--- src/design/ifu_pkg.sv ---
/*
 Widths, types and encodings shared by the instruction fetch unit.
 RV32I only. Compressed instructions are not decoded.
*/
package ifu_pkg;

    localparam int ADDR_W = 32;                // instruction address width
    localparam int DATA_W = 32;                // instruction word width
    localparam int CU_W   = 3;                 // control bus width
    localparam int OPC_W  = 7;                 // major opcode field

    typedef logic [ADDR_W-1:0] inst_addr_t;
    typedef logic [DATA_W-1:0] inst_data_t;
    typedef logic [CU_W-1:0]   cu_bus_t;
    typedef logic [OPC_W-1:0]  opcode_t;

    // control bus bit positions
    localparam int CU_STALL = 0;               // hold IF/ID
    localparam int CU_FLUSH = 1;               // kill IF/ID contents
    localparam int CU_HOLD  = 2;               // later stage stalled

    localparam inst_addr_t RESET_PC = 32'h0000_0000;  // first fetch
    localparam inst_data_t INST_NOP = 32'h0000_0013;  // addi x0,x0,0

    localparam opcode_t OPC_JAL    = 7'b110_1111;
    localparam opcode_t OPC_BRANCH = 7'b110_0011;    // beq/bne/blt/...

endpackage

--- src/design/axi_pkg.sv ---
/*
 AXI read side encodings and the fetch master state machine type.
 Only OKAY counts as a good response.
*/
package axi_pkg;

    typedef logic [1:0] axi_resp_t;

    localparam axi_resp_t RESP_OKAY   = 2'b00;
    localparam axi_resp_t RESP_SLVERR = 2'b10;   // slave error, flagged to ID

    // read master states
    typedef enum logic [1:0] {
        FS_IDLE = 2'd0,                          // waiting for a clear control bus
        FS_ADDR = 2'd1,                          // ARVALID up, waiting for ARREADY
        FS_DATA = 2'd2                           // waiting for the R beat
    } fetch_state_e;

endpackage

--- src/design/ifu_pc_gen.sv ---
`timescale 1ns/100ps
/*
 Fetch PC register. A core jump beats a predicted jump.
 Without a redirect the PC moves by 4 only when the AXI master
 reports an accepted address beat.
*/
module ifu_pc_gen (
    input  logic                clk,
    input  logic                reset_i,
    input  logic                core_jump_i,   // pulse from the core
    input  ifu_pkg::inst_addr_t core_addr_i,
    input  logic                pred_taken_i,  // from the predictor
    input  ifu_pkg::inst_addr_t pred_addr_i,
    input  logic                addr_accept_i, // AR handshake this cycle
    output ifu_pkg::inst_addr_t pc_o,
    output logic                redirect_o
);
    import ifu_pkg::*;

    inst_addr_t pc_q;
    inst_addr_t pc_d;

    assign redirect_o = core_jump_i | pred_taken_i;  // same cycle as the jump input
    assign pc_o       = pc_q;

    // fixed priority select
    always_comb begin
        pc_d = pc_q;
        if (core_jump_i) begin
            pc_d = core_addr_i;                      // core wins
        end else if (pred_taken_i) begin
            pc_d = pred_addr_i;
        end else if (addr_accept_i) begin
            pc_d = pc_q + 32'd4;                     // sequential
        end
    end

    always_ff @(posedge clk) begin
        if (reset_i) begin
            pc_q <= RESET_PC;
        end else begin
            pc_q <= pc_d;
        end
    end

    // targets come from the core and the predictor, both must keep alignment
    a_pc_aligned: assert property (@(posedge clk) disable iff (reset_i)
        redirect_o |=> (pc_q[1:0] == 2'b00))
        else $error("ifu_pc_gen: pc %h not word aligned", pc_q);

endmodule

--- src/design/ifu_axi_master.sv ---
`timescale 1ns/100ps
/*
 Single-beat AXI read master, one read in flight at most.
 Assumes word-sized INCR reads with ID 0 on the slave side.
 A core jump in the same cycle as the R beat does not drop that beat,
 the core is expected to flush IF/ID together with such a jump.
*/
module ifu_axi_master (
    input  logic                clk,
    input  logic                reset_i,
    input  ifu_pkg::cu_bus_t    stall_flag_i,
    input  logic                redirect_i,        // core or predicted jump
    input  ifu_pkg::inst_addr_t pc_i,
    output logic                addr_accept_o,     // AR handshake of a live address
    output ifu_pkg::inst_data_t inst_o,
    output ifu_pkg::inst_addr_t inst_addr_o,
    output logic                inst_valid_o,      // one cycle per kept beat
    output logic                read_resp_error_o,
    // read address channel
    output ifu_pkg::inst_addr_t m_axi_araddr_o,
    output logic                m_axi_arvalid_o,
    input  logic                m_axi_arready_i,
    // read data channel
    input  ifu_pkg::inst_data_t m_axi_rdata_i,
    input  axi_pkg::axi_resp_t  m_axi_rresp_i,
    input  logic                m_axi_rlast_i,
    input  logic                m_axi_rvalid_i,
    output logic                m_axi_rready_o
);
    import ifu_pkg::*;
    import axi_pkg::*;

    fetch_state_e state_q;
    fetch_state_e state_d;
    inst_addr_t   araddr_q;     // address of the read in flight
    logic         discard_q;    // read went stale after a redirect
    logic         any_stall;
    logic         r_beat;

    assign any_stall = stall_flag_i[CU_STALL] | stall_flag_i[CU_FLUSH]
                     | stall_flag_i[CU_HOLD];

    assign m_axi_arvalid_o = (state_q == FS_ADDR);            // held until ARREADY
    assign m_axi_araddr_o  = araddr_q;
    assign m_axi_rready_o  = (state_q == FS_DATA) && !any_stall;  // back-pressure

    // a stale address must not move the pc past a redirect target
    assign addr_accept_o = m_axi_arvalid_o & m_axi_arready_i & ~discard_q;
    assign r_beat        = m_axi_rvalid_i & m_axi_rready_o;

    // stale beats are taken off the bus but not passed on
    assign inst_valid_o = r_beat & ~discard_q;
    assign inst_o       = m_axi_rdata_i;
    assign inst_addr_o  = araddr_q;

    always_comb begin
        state_d = state_q;
        case (state_q)
            FS_IDLE: begin
                if (!any_stall && !redirect_i) begin
                    state_d = FS_ADDR;                    // pc is settled
                end
            end
            FS_ADDR: begin
                if (m_axi_arready_i) begin
                    state_d = FS_DATA;
                end
            end
            FS_DATA: begin
                if (r_beat) begin
                    state_d = FS_IDLE;
                end
            end
            default: begin
                state_d = FS_IDLE;
            end
        endcase
    end

    always_ff @(posedge clk) begin
        if (reset_i) begin
            state_q           <= FS_IDLE;
            discard_q         <= 1'b0;
            read_resp_error_o <= 1'b0;
        end else begin
            state_q           <= state_d;
            read_resp_error_o <= inst_valid_o && (m_axi_rresp_i != RESP_OKAY);
            if (r_beat) begin
                discard_q <= 1'b0;                        // read retired
            end else if (redirect_i && (state_q != FS_IDLE)) begin
                discard_q <= 1'b1;                        // issued address now stale
            end
        end
    end

    // latch pc when leaving idle, no reset needed on the address
    always_ff @(posedge clk) begin
        if (state_q == FS_IDLE && state_d == FS_ADDR) begin
            araddr_q <= pc_i;
        end
    end

    a_ar_stable: assert property (@(posedge clk) disable iff (reset_i)
        m_axi_arvalid_o && !m_axi_arready_i |=>
            m_axi_arvalid_o && $stable(m_axi_araddr_o))
        else $error("ifu_axi_master: AR changed before ARREADY");

    a_rlast: assert property (@(posedge clk) disable iff (reset_i)
        r_beat |-> m_axi_rlast_i)
        else $error("ifu_axi_master: R beat without RLAST");

endmodule

--- src/design/ifu_sbpu.sv ---
`timescale 1ns/100ps
/*
 Static branch predictor, purely combinational.
 JAL is always taken, B-type is taken only when its offset is negative.
 JALR is not predicted.
*/
module ifu_sbpu (
    input  ifu_pkg::inst_data_t inst_i,
    input  ifu_pkg::inst_addr_t pc_i,
    input  logic                inst_valid_i,
    output logic                branch_taken_o,
    output ifu_pkg::inst_addr_t branch_addr_o
);
    import ifu_pkg::*;

    opcode_t    opcode;
    inst_addr_t imm_j;          // sign-extended J-type offset
    inst_addr_t imm_b;          // sign-extended B-type offset
    logic       is_jal;
    logic       is_bwd_branch;

    assign opcode = inst_i[6:0];

    // imm[20|10:1|11|19:12], bit 0 is zero
    assign imm_j = {{11{inst_i[31]}},
                    inst_i[31],
                    inst_i[19:12],
                    inst_i[20],
                    inst_i[30:21],
                    1'b0};

    // imm[12|10:5] and imm[4:1|11]
    assign imm_b = {{19{inst_i[31]}},
                    inst_i[31],
                    inst_i[7],
                    inst_i[30:25],
                    inst_i[11:8],
                    1'b0};

    assign is_jal        = (opcode == OPC_JAL);
    assign is_bwd_branch = (opcode == OPC_BRANCH) && inst_i[31];  // sign bit set

    // only a live fetch may redirect
    assign branch_taken_o = inst_valid_i & (is_jal | is_bwd_branch);

    always_comb begin
        if (is_jal) begin
            branch_addr_o = pc_i + imm_j;
        end else begin
            branch_addr_o = pc_i + imm_b;    // don't care unless taken
        end
    end

endmodule

--- src/design/ifu_pipe.sv ---
`timescale 1ns/100ps
/*
 IF/ID register. Flush beats stall, stall beats a new word.
 A cycle without a fetched word loads a NOP bubble at address 0.
*/
module ifu_pipe (
    input  logic                clk,
    input  logic                reset_i,
    input  ifu_pkg::cu_bus_t    stall_flag_i,
    input  ifu_pkg::inst_data_t inst_i,
    input  ifu_pkg::inst_addr_t inst_addr_i,
    input  logic                inst_valid_i,
    input  logic                is_pred_branch_i,
    output ifu_pkg::inst_data_t inst_o,
    output ifu_pkg::inst_addr_t inst_addr_o,
    output logic                is_pred_branch_o
);
    import ifu_pkg::*;

    always_ff @(posedge clk) begin
        if (reset_i || stall_flag_i[CU_FLUSH]) begin
            inst_o           <= INST_NOP;       // flushed slot
            inst_addr_o      <= '0;
            is_pred_branch_o <= 1'b0;
        end else if (!stall_flag_i[CU_STALL]) begin  // held while CU_STALL
            if (inst_valid_i) begin
                inst_o           <= inst_i;
                inst_addr_o      <= inst_addr_i;
                is_pred_branch_o <= is_pred_branch_i;
            end else begin
                inst_o           <= INST_NOP;   // bubble
                inst_addr_o      <= '0;
                is_pred_branch_o <= 1'b0;
            end
        end
    end

    // the master must hold RREADY low whenever any control bit is set
    a_no_fetch_in_stall: assert property (@(posedge clk) disable iff (reset_i)
        inst_valid_i |-> (stall_flag_i == '0))
        else $error("ifu_pipe: fetch completed under stall bus %b", stall_flag_i);

endmodule

--- src/design/ifu.sv ---
`timescale 1ns/100ps
/*
 Instruction fetch unit top. One single-beat AXI read at a time.
 Constant AXI attributes (ID, LEN, SIZE, BURST, ...) are not on the ports.
*/
module ifu (
    input  logic                clk,
    input  logic                reset_i,
    // core control
    input  logic                jump_flag_i,        // pulse
    input  ifu_pkg::inst_addr_t jump_addr_i,
    input  ifu_pkg::cu_bus_t    stall_flag_i,
    // to ID
    output ifu_pkg::inst_data_t inst_o,
    output ifu_pkg::inst_addr_t inst_addr_o,
    output logic                is_pred_branch_o,
    output logic                read_resp_error_o,
    // AXI read address channel
    output ifu_pkg::inst_addr_t m_axi_araddr_o,
    output logic                m_axi_arvalid_o,
    input  logic                m_axi_arready_i,
    // AXI read data channel
    input  ifu_pkg::inst_data_t m_axi_rdata_i,
    input  axi_pkg::axi_resp_t  m_axi_rresp_i,
    input  logic                m_axi_rlast_i,
    input  logic                m_axi_rvalid_i,
    output logic                m_axi_rready_o
);
    import ifu_pkg::*;

    inst_addr_t pc;
    logic       redirect;
    logic       addr_accept;
    inst_data_t fetch_inst;       // word from the R beat
    inst_addr_t fetch_addr;       // its address
    logic       fetch_valid;
    logic       branch_taken;     // predictor decision
    inst_addr_t branch_addr;

    ifu_pc_gen u_pc_gen (
        .clk          (clk),
        .reset_i      (reset_i),
        .core_jump_i  (jump_flag_i),
        .core_addr_i  (jump_addr_i),
        .pred_taken_i (branch_taken),
        .pred_addr_i  (branch_addr),
        .addr_accept_i(addr_accept),
        .pc_o         (pc),
        .redirect_o   (redirect)
    );

    ifu_axi_master u_axi_master (
        .clk              (clk),
        .reset_i          (reset_i),
        .stall_flag_i     (stall_flag_i),
        .redirect_i       (redirect),
        .pc_i             (pc),
        .addr_accept_o    (addr_accept),
        .inst_o           (fetch_inst),
        .inst_addr_o      (fetch_addr),
        .inst_valid_o     (fetch_valid),
        .read_resp_error_o(read_resp_error_o),
        .m_axi_araddr_o   (m_axi_araddr_o),
        .m_axi_arvalid_o  (m_axi_arvalid_o),
        .m_axi_arready_i  (m_axi_arready_i),
        .m_axi_rdata_i    (m_axi_rdata_i),
        .m_axi_rresp_i    (m_axi_rresp_i),
        .m_axi_rlast_i    (m_axi_rlast_i),
        .m_axi_rvalid_i   (m_axi_rvalid_i),
        .m_axi_rready_o   (m_axi_rready_o)
    );

    ifu_sbpu u_sbpu (
        .inst_i        (fetch_inst),
        .pc_i          (fetch_addr),
        .inst_valid_i  (fetch_valid),
        .branch_taken_o(branch_taken),
        .branch_addr_o (branch_addr)
    );

    ifu_pipe u_pipe (
        .clk             (clk),
        .reset_i         (reset_i),
        .stall_flag_i    (stall_flag_i),
        .inst_i          (fetch_inst),
        .inst_addr_i     (fetch_addr),
        .inst_valid_i    (fetch_valid),
        .is_pred_branch_i(branch_taken),    // taken prediction rides along
        .inst_o          (inst_o),
        .inst_addr_o     (inst_addr_o),
        .is_pred_branch_o(is_pred_branch_o)
    );

endmodule

--- config.mk ---
export PLATFORM = sky130hd
export DESIGN_NAME = ifu
export DESIGN_NICKNAME = d
export VERILOG_FILES = /design/src/design/ifu_pkg.sv /design/src/design/axi_pkg.sv /design/src/design/ifu_pc_gen.sv /design/src/design/ifu_axi_master.sv /design/src/design/ifu_sbpu.sv /design/src/design/ifu_pipe.sv /design/src/design/ifu.sv
export SDC_FILE = /design/constraint.sdc
export NUM_CORES = 1
export LEC_CHECK = 0
export ABC_AREA = 1
export BUFFER_PORTS_ARGS = -buffer_cell sky130_fd_sc_hd__buf_2
export CAP_MARGIN = 20
export CORE_MARGIN = 2
export CORE_UTILIZATION = 40
export CTS_BUF_LIST = sky130_fd_sc_hd__clkbuf_8
export DETAILED_ROUTE_END_ITERATION = 10
export PLACE_DENSITY_LB_ADDON = 0.08
export SYNTH_ARGS = -nofsm -noshare
export SYNTH_HDL_FRONTEND = slang
export SYNTH_SLANG_ARGS = --single-unit
--- constraint.sdc ---
create_clock -name clk -period 3.3 [get_ports clk]
set_input_delay 0.825 -clock clk [delete_from_list [all_inputs] [get_ports clk]]
set_output_delay 0.825 -clock clk [all_outputs]
set_load 0.1 [all_outputs]
==> impl_metrics.csv, run 1 <==
group,metric,value,unit
global_routing,grt_pass1_vias,7223,
sta,setup_viol,0,
clock_network,cts_root_buf,"clkbuf_8",
finish,area_growth,24.77,%
routing,avgRoutedWirePerCell,15.56,µm
place,dp_hpwl,20160,µm
synthesis,synth_edf_count,32,
clock_network,hold_buffers,0,
place,place_congestion,0.8817,
place,dp.cells,1615,
clock_network,cts_sinks,133,
routing,num_vias,8088,
clock_network,post_cts_buffers,0,
critical_path,worst_path_max_delay_cell,"ha_1",
routing,vias_per_cell,4.911,
finish,final_cells,1647,
clock_network,tritoncts,"yes",
synthesis,synth_cell_types,43,
clock_network,numCtsBuffers,17,
clock_network,cts.path.max_buffers,2,
global_routing,grt_start_max_net_pins,67,
sta,finalCritPeriodShare,92.97,%
clock_network,cts_resized,0,
critical_path,worstSetupEndpointType,"flip-flop",
critical_path,worst_r2r_startpoint,"u_axi_master.inst_addr_o[8]",
die,core_area,0.01940,mm²
sta,period_needed,3.068,ns
power_and_ir_drop,p_per_area,393.4,mW/mm²
routing,drt-pass1-iter-count,5,
critical_path,crit_path_max_incr_delay,0.35,ns
power_and_ir_drop,p_total,3.868,mW
sta,relSlewSlack,34.73,%
place,dp_slack,-0.2361,ns
synthesis,syn_avg_cell_area,6.865,µm²
power_and_ir_drop,peakVddDrop,259.3,µV
critical_path,reg2regPathDepth,13,
routing,ant_nets,0,
global_routing,track_usage,24.42,%
critical_path,arrival,3.45,ns
synthesis,ys_ff_latch,133,
worst_hold_path,min_path_cells,0,
finish,fin_nets,1479,
synthesis,ys_async_sr_fraction,0,%
synthesis,syn_area,0.007881,mm²
critical_path,path_buf_inv,5,
synthesis,synth_warnings,0,
critical_path,path_common_cell,"nand2_1",
sta,tightest_slew,0.9701,ns
clock_network,clk_pin_slew_worst_paths,0.09,ns
sta,rsz0062_at_grt,"false",
critical_path,crit_fanout,11,
clock_network,clock_latency,0.45,ns
synthesis,synth_flop_cell,"dfxtp_1",
synthesis,syn_inst,1148,
run_status,status,"finished, final reports clean",
die,start_util,40.63,%
die,die-area,0.02084,mm²
worst_hold_path,worstHoldPathType,"flip-flop to flip-flop",
sta,slew_violations,0,
synthesis,synth_nets,1258,
sta,finClkSkew,0.01645,ns
worst_hold_path,worst_hold_path.endpoint,"u_axi_master.inst_addr_o[0]",
routing,drt_iter0_drc,596,
synthesis,ys_seq_area_share,37.85,%
global_routing,antenna_found_initial,0,
sta,worst_slack,0.2319,ns
place,portBuffers,173,
sta,fmax,325.9,MHz
critical_path,r2r_end,"u_pc_gen.pc_o[22]",
synthesis,yosysTopAreaCell,"dfxtp_1",
die,dieHeight,144.4,µm
die,top_level_ports,175,
run,cap_violations,0,
finish,post_route_cells_drive_above_1_share,21.06,%
critical_path,crit_family,"simple AND/OR/NAND/NOR gates",
critical_path,path_cells,"buf_2 > nand2_1 > nor2_2 > nand4_1 > buf_4 > buf_4 > o21ai_0 > inv_1 > ha_1 > nand2_1 > nor2_1 > inv_1 > nor2_1 > nand3_1 > or2_2 > nand3_1 > nand2_1 > nand2_1 > nand2_1 > a21oi_1",
sta,hold_violations,0,
die,rows,51,
global_routing,grt_overflow_total,0,
synthesis,synth_top_area_share,25.65,%
power_and_ir_drop,leakage,4.540,nW
critical_path,start_kind,"input port",
finish,final_util,50.69,%
critical_path,r2r_slack,1.00,ns
synthesis,synth_area_leaders,"dfxtp_1 26%, nand2_1 19%, edfxtp_1 12%, a21oi_1 8.3%, ha_1 5.4%",
finish,diodes,0,
clock_network,htreeDepth,4,
critical_path,cp.required,3.68,ns
die,die_w,144.4,µm
routing,wirelength,25630,µm
worst_hold_path,hold_start,"u_pc_gen.pc_o[0]",
critical_path,worst-setup-path-type,"input port to flip-flop",
routing,drc,0,
global_routing,grt_pass1_wl,38720,µm
[area by class of cell]
type	instances	area, µm²
Fill cell	2080	9565
Multi-Input combinational cell	865	4317
Sequential cell	133	2983
Timing Repair Buffer	237	1359
Inverter	115	434.2
Tap cell	265	331.6
Clock buffer	17	234.0
Clock inverter	15	175.2
[sequential cells by signal, summed over array words and instances, names as in the netlist]
name and flops:
u_axi_master.discard_q 1, u_axi_master.inst_addr_o 32, u_axi_master.read_resp_error_o 1, u_axi_master.state_q 2, u_pc_gen.pc_o 32, u_pipe.inst_addr_o 32, u_pipe.inst_o 32, u_pipe.is_pred_branch_o 1
[routing by layer]
layer	up-vias	wire length, µm	share of wire (%)	GRT usage, %
met4	0	347	1.4	6.847
li1	4214	-	-	-
met1	3611	12810	50	36.28
met5	-	0	0	0
met3	21	1464	5.7	3.046
met2	242	11000	43	37.14
[synthesized netlist by cell type (4+ instances only)]
master and instances:
xor2_1 16, buf_1 6, a21oi_1 131, clkbuf_1 21
or2_2 4, nor3_1 18, dfxtp_1 101, mux2_2 5
nand2_1 391, o21bai_1 9, a31oi_1 10, o211ai_1 4
nand4_1 11, ha_1 34, o21ai_0 58, buf_2 5
inv_1 111, nor2_1 73, xnor2_1 13, edfxtp_1 32
nand3_1 57
[worst max path at each step]
stage                startpoint  slack [ns]  depth (start not counted)                end
6_report       m_axi_rdata_i[6]        0.23                         20  u_pc_gen.pc_o[25]
2_1_floorplan  m_axi_rdata_i[1]        0.03                         17  u_pc_gen.pc_o[24]
5_1_grt        m_axi_rdata_i[5]        0.02                         22  u_pc_gen.pc_o[28]
3_5_place_dp   m_axi_rdata_i[6]       -0.24                         20  u_pc_gen.pc_o[25]
3_3_place_gp   m_axi_rdata_i[6]       -0.20                         20  u_pc_gen.pc_o[25]
4_1_cts        m_axi_rdata_i[6]        0.25                         20  u_pc_gen.pc_o[25]
[report_power, final]
part | total, mW | switching [mW] | internal (mW)
clock | 1.45 | 0.699 | 0.755
combinational | 0.652 | 0.416 | 0.236
sequential | 1.76 | 0.0561 | 1.71
[cell families after synthesis]
kind of cell             after synthesis  synth area share (%)
AO/OA/AOI/OAI                        223                 15.13
XOR/XNOR                              29                 3.223
buffers and inverters                150                 7.446
flip-flops                           133                 37.85
multiplexers                           5                0.7143
adder cells (fa/ha/maj)               35                 5.652
AND/OR/NAND/NOR                      573                 29.99
[stage by stage]
step | area (µm²) | TNS (ns) | hold slack (ns)
final | 9833 | 0 | 0.4419
after global routing | 9833 | 0 | 0.4515
after CTS | 9833 | 0 | 0.4456
after detailed placement | 9424 | -2.535 | 0.4228
after global placement | 9404 | -2.302 | 0.4194
after floorplan | 7886 | 0 | 0.4086
[cell usage in the layout (no fill, tap or decap), types with 4 or more instances in the layout]
cell type	n
a21oi_1	131
a31oi_1	10
buf_2	173
buf_4	63
clkbuf_8	17
dfxtp_1	101
edfxtp_1	32
ha_1	34
inv_1	112
inv_4	4
inv_6	4
mux2_2	5
nand2_1	391
nand3_1	57
nand4_1	11
nor2_1	73
nor3_1	18
o211ai_1	4
o21ai_0	58
o21bai_1	9
or2_2	4
xnor2_1	13
xor2_1	16
No activity file was read; power rests on OpenSTA's default activity.
==> run 2: changes to the inputs <==
CELL_PAD_IN_SITES_DETAIL_PLACEMENT = 1   (was unset)
CELL_PAD_IN_SITES_GLOBAL_PLACEMENT = 1   (was unset)
CORE_UTILIZATION = 36   (was 40)
==> run 2 against run 1 <==
Compared with the run above:
- final cell count increased by 1.2%
- worst hold slack improved by 0.0085 ns
- worst setup slack got worse by 0.030 ns
- register-to-register slack got worse by 0.06 ns
- routed wire length increased by 11%
- clock power decreased by 6%
- global-route usage increased by 0.16 points
- sequential share of layout area decreased by 0.23 points
- critical path type unchanged
- first-iteration DRC count decreased by 18%
- core utilization decreased by 5.0 points
- critical path depth decreased by 3
==> impl_metrics.csv, run 2 (synthesis results as in run 1) <==
group,metric,value,unit
power_and_ir_drop,pwr-share-seq,46.2,%
sta,setup_viol,0,
global_routing,grt_pass1_vias,8264,
clock_network,clk_pin_slew_worst_paths,0.10,ns
finish,final_cell_mix,"390 x nand2_1, 172 x buf_2, 131 x a21oi_1",
sta,rsz0062_at_grt,"true",
finish,post_route_cells_drive_above_1_share,21.65,%
power_and_ir_drop,pwr-share-comb,17.7,%
worst_hold_path,min_path_cells,0,
global_routing,grt_overflow_total,0,
clock_network,post_cts_buffers,0,
run_status,status,"finished, final reports clean",
run,cap_violations,0,
clock_network,htreeDepth,4,
critical_path,arrival,3.49,ns
clock_network,cts_root_buf,"clkbuf_8",
finish,fillers,2924,
worst_hold_path,hold_start,"u_pc_gen.pc_o[0]",
global_routing,track_usage,24.58,%
critical_path,worstSetupEndpointType,"flip-flop",
place,placed_area,0.009500,mm²
clock_network,cts.path.max_buffers,2,
power_and_ir_drop,p_per_area,384.4,mW/mm²
global_routing,grt_start_max_net_pins,67,
sta,worst_slack,0.2015,ns
die,rows,54,
finish,fin_nets,1483,
global_routing,antenna_found_initial,0,
die,dieHeight,152.0,µm
finish,diodes,0,
sta,finalCritPeriodShare,93.89,%
power_and_ir_drop,switching_share,32.73,%
clock_network,cts_sinks,133,
place,dp_slack,-0.3373,ns
clock_network,numCtsBuffers,17,
worst_hold_path,worstHoldPathType,"flip-flop to flip-flop",
routing,drt-pass1-iter-count,5,
sta,fmax,322.7,MHz
sta,tightest_slew,0.8471,ns
routing,drc,0,
power_and_ir_drop,p_total,3.809,mW
power_and_ir_drop,leakage,4.542,nW
place,dp.cells,1634,
power_and_ir_drop,p_sw,1.247,mW
critical_path,r2r_slack,0.94,ns
critical_path,worst-setup-path-type,"input port to flip-flop",
global_routing,grt_pass1_wl,45120,µm
place,dp_hpwl,22630,µm
die,die_w,152.0,µm
die,core_area,0.02169,mm²
die,top_level_ports,175,
worst_hold_path,worst_hold_path.endpoint,"u_axi_master.inst_addr_o[0]",
finish,final_cells,1666,
clock_network,cts_resized,0,
place,place_congestion,0.9181,
finish,area_growth,25.73,%
die,start_util,36.34,%
sta,slew_violations,0,
critical_path,cp.required,3.70,ns
critical_path,start_kind,"input port",
sta,period_needed,3.098,ns
power_and_ir_drop,cellInternalPower,2.562,mW
place,portBuffers,173,
sta,relSlewSlack,43.01,%
finish,final_area,0.009910,mm²
clock_network,tritoncts,"yes",
clock_network,hold_buffers,0,
critical_path,r2r_end,"u_pc_gen.pc_o[24]",
routing,ant_nets,0,
critical_path,reg2regPathDepth,14,
die,die-area,0.02309,mm²
critical_path,crit_fanout,6,
routing,vias_per_cell,5.009,
finish,final_common_cell,"nand2_1",
sta,hold_violations,0,
sta,setup_tns,0,ns
finish,final_util,45.69,%
clock_network,clock_latency,0.46,ns
critical_path,worst_r2r_startpoint,"u_axi_master.inst_addr_o[7]",
sta,hold_ws,0.4504,ns
power_and_ir_drop,power_frac_clock,36.0,%
routing,wirelength,28560,µm
routing,num_vias,8345,
routing,drt_iter0_drc,490,
routing,avgRoutedWirePerCell,17.14,µm
power_and_ir_drop,peakVddDrop,223.6,µV
sta,finClkSkew,0.01599,ns
run 2: cell count changes in the layout (fill, tap and decap cells not counted), moves of 2 or more:
cell / change
buf_4: +3
buf_12: +2
ha_4: +2
inv_8: +2
bufinv_16: -2
clkinv_2: -2
clkinvlp_4: +2
ha_1: -2
run 2: worst max path at each step:
stage | to | start | slack, ns
after floorplan | u_pc_gen.pc_o[24] | m_axi_rdata_i[1] | 0.03
after global placement | u_pc_gen.pc_o[25] | m_axi_rdata_i[1] | -0.28
after detailed placement | u_pc_gen.pc_o[25] | m_axi_rdata_i[1] | -0.34
after CTS | u_pc_gen.pc_o[25] | m_axi_rdata_i[1] | 0.14
after global routing | u_pc_gen.pc_o[22] | m_axi_rdata_i[1] | -0.008
final | u_pc_gen.pc_o[9] | m_axi_rdata_i[1] | 0.20
run 2: layer usage:
| layer | global-route usage, % | share of wire [%] | routed length, µm |
|---|---|---|---|
| met5 | 0 | 0 | 0 |
| met4 | 6.676 | 1.6 | 468 |
| met3 | 3.337 | 4.0 | 1133 |
| met2 | 38.44 | 44 | 12710 |
| met1 | 35.62 | 50 | 14250 |
run 2: area by class of cell:
cell class	count	area (µm²)	share of cell area [%]
flip-flops and latches	133	2983	30.10
repair buffers	241	1416	14.29
multi-input cells	865	4352	43.91
clock inverters	15	140.1	1.414
clock buffers	17	234.0	2.361
inverters	115	434.2	4.381
well taps	280	350.3	3.535
run 2: critical path, cell delays in order:
cell and delay [ns]:
buf_2 0.11, nand2_1 0.10, inv_1 0.07, nand4_1 0.09, buf_4 0.15, mux2_2 0.38
ha_1 0.22, fa_1 0.44, nand3_1 0.11, nand3_1 0.13, a21oi_1 0.27, buf_4 0.16
xnor2_1 0.12, nand2_1 0.08, nand3_1 0.07, o211ai_1 0.08, inv_1 0.07
run 2: power groups by stage:
| stage | clock, mW | combinational (mW) | sequential [mW] |
|---|---|---|---|
| finish | 1.37 | 0.675 | 1.76 |
| detailed placement | 0 | 0.665 | 1.80 |
| CTS | 1.42 | 0.671 | 1.76 |
| global route | 1.48 | 0.750 | 1.77 |
| floorplan | 0 | 0.347 | 1.84 |
| global placement | 0 | 0.654 | 1.80 |
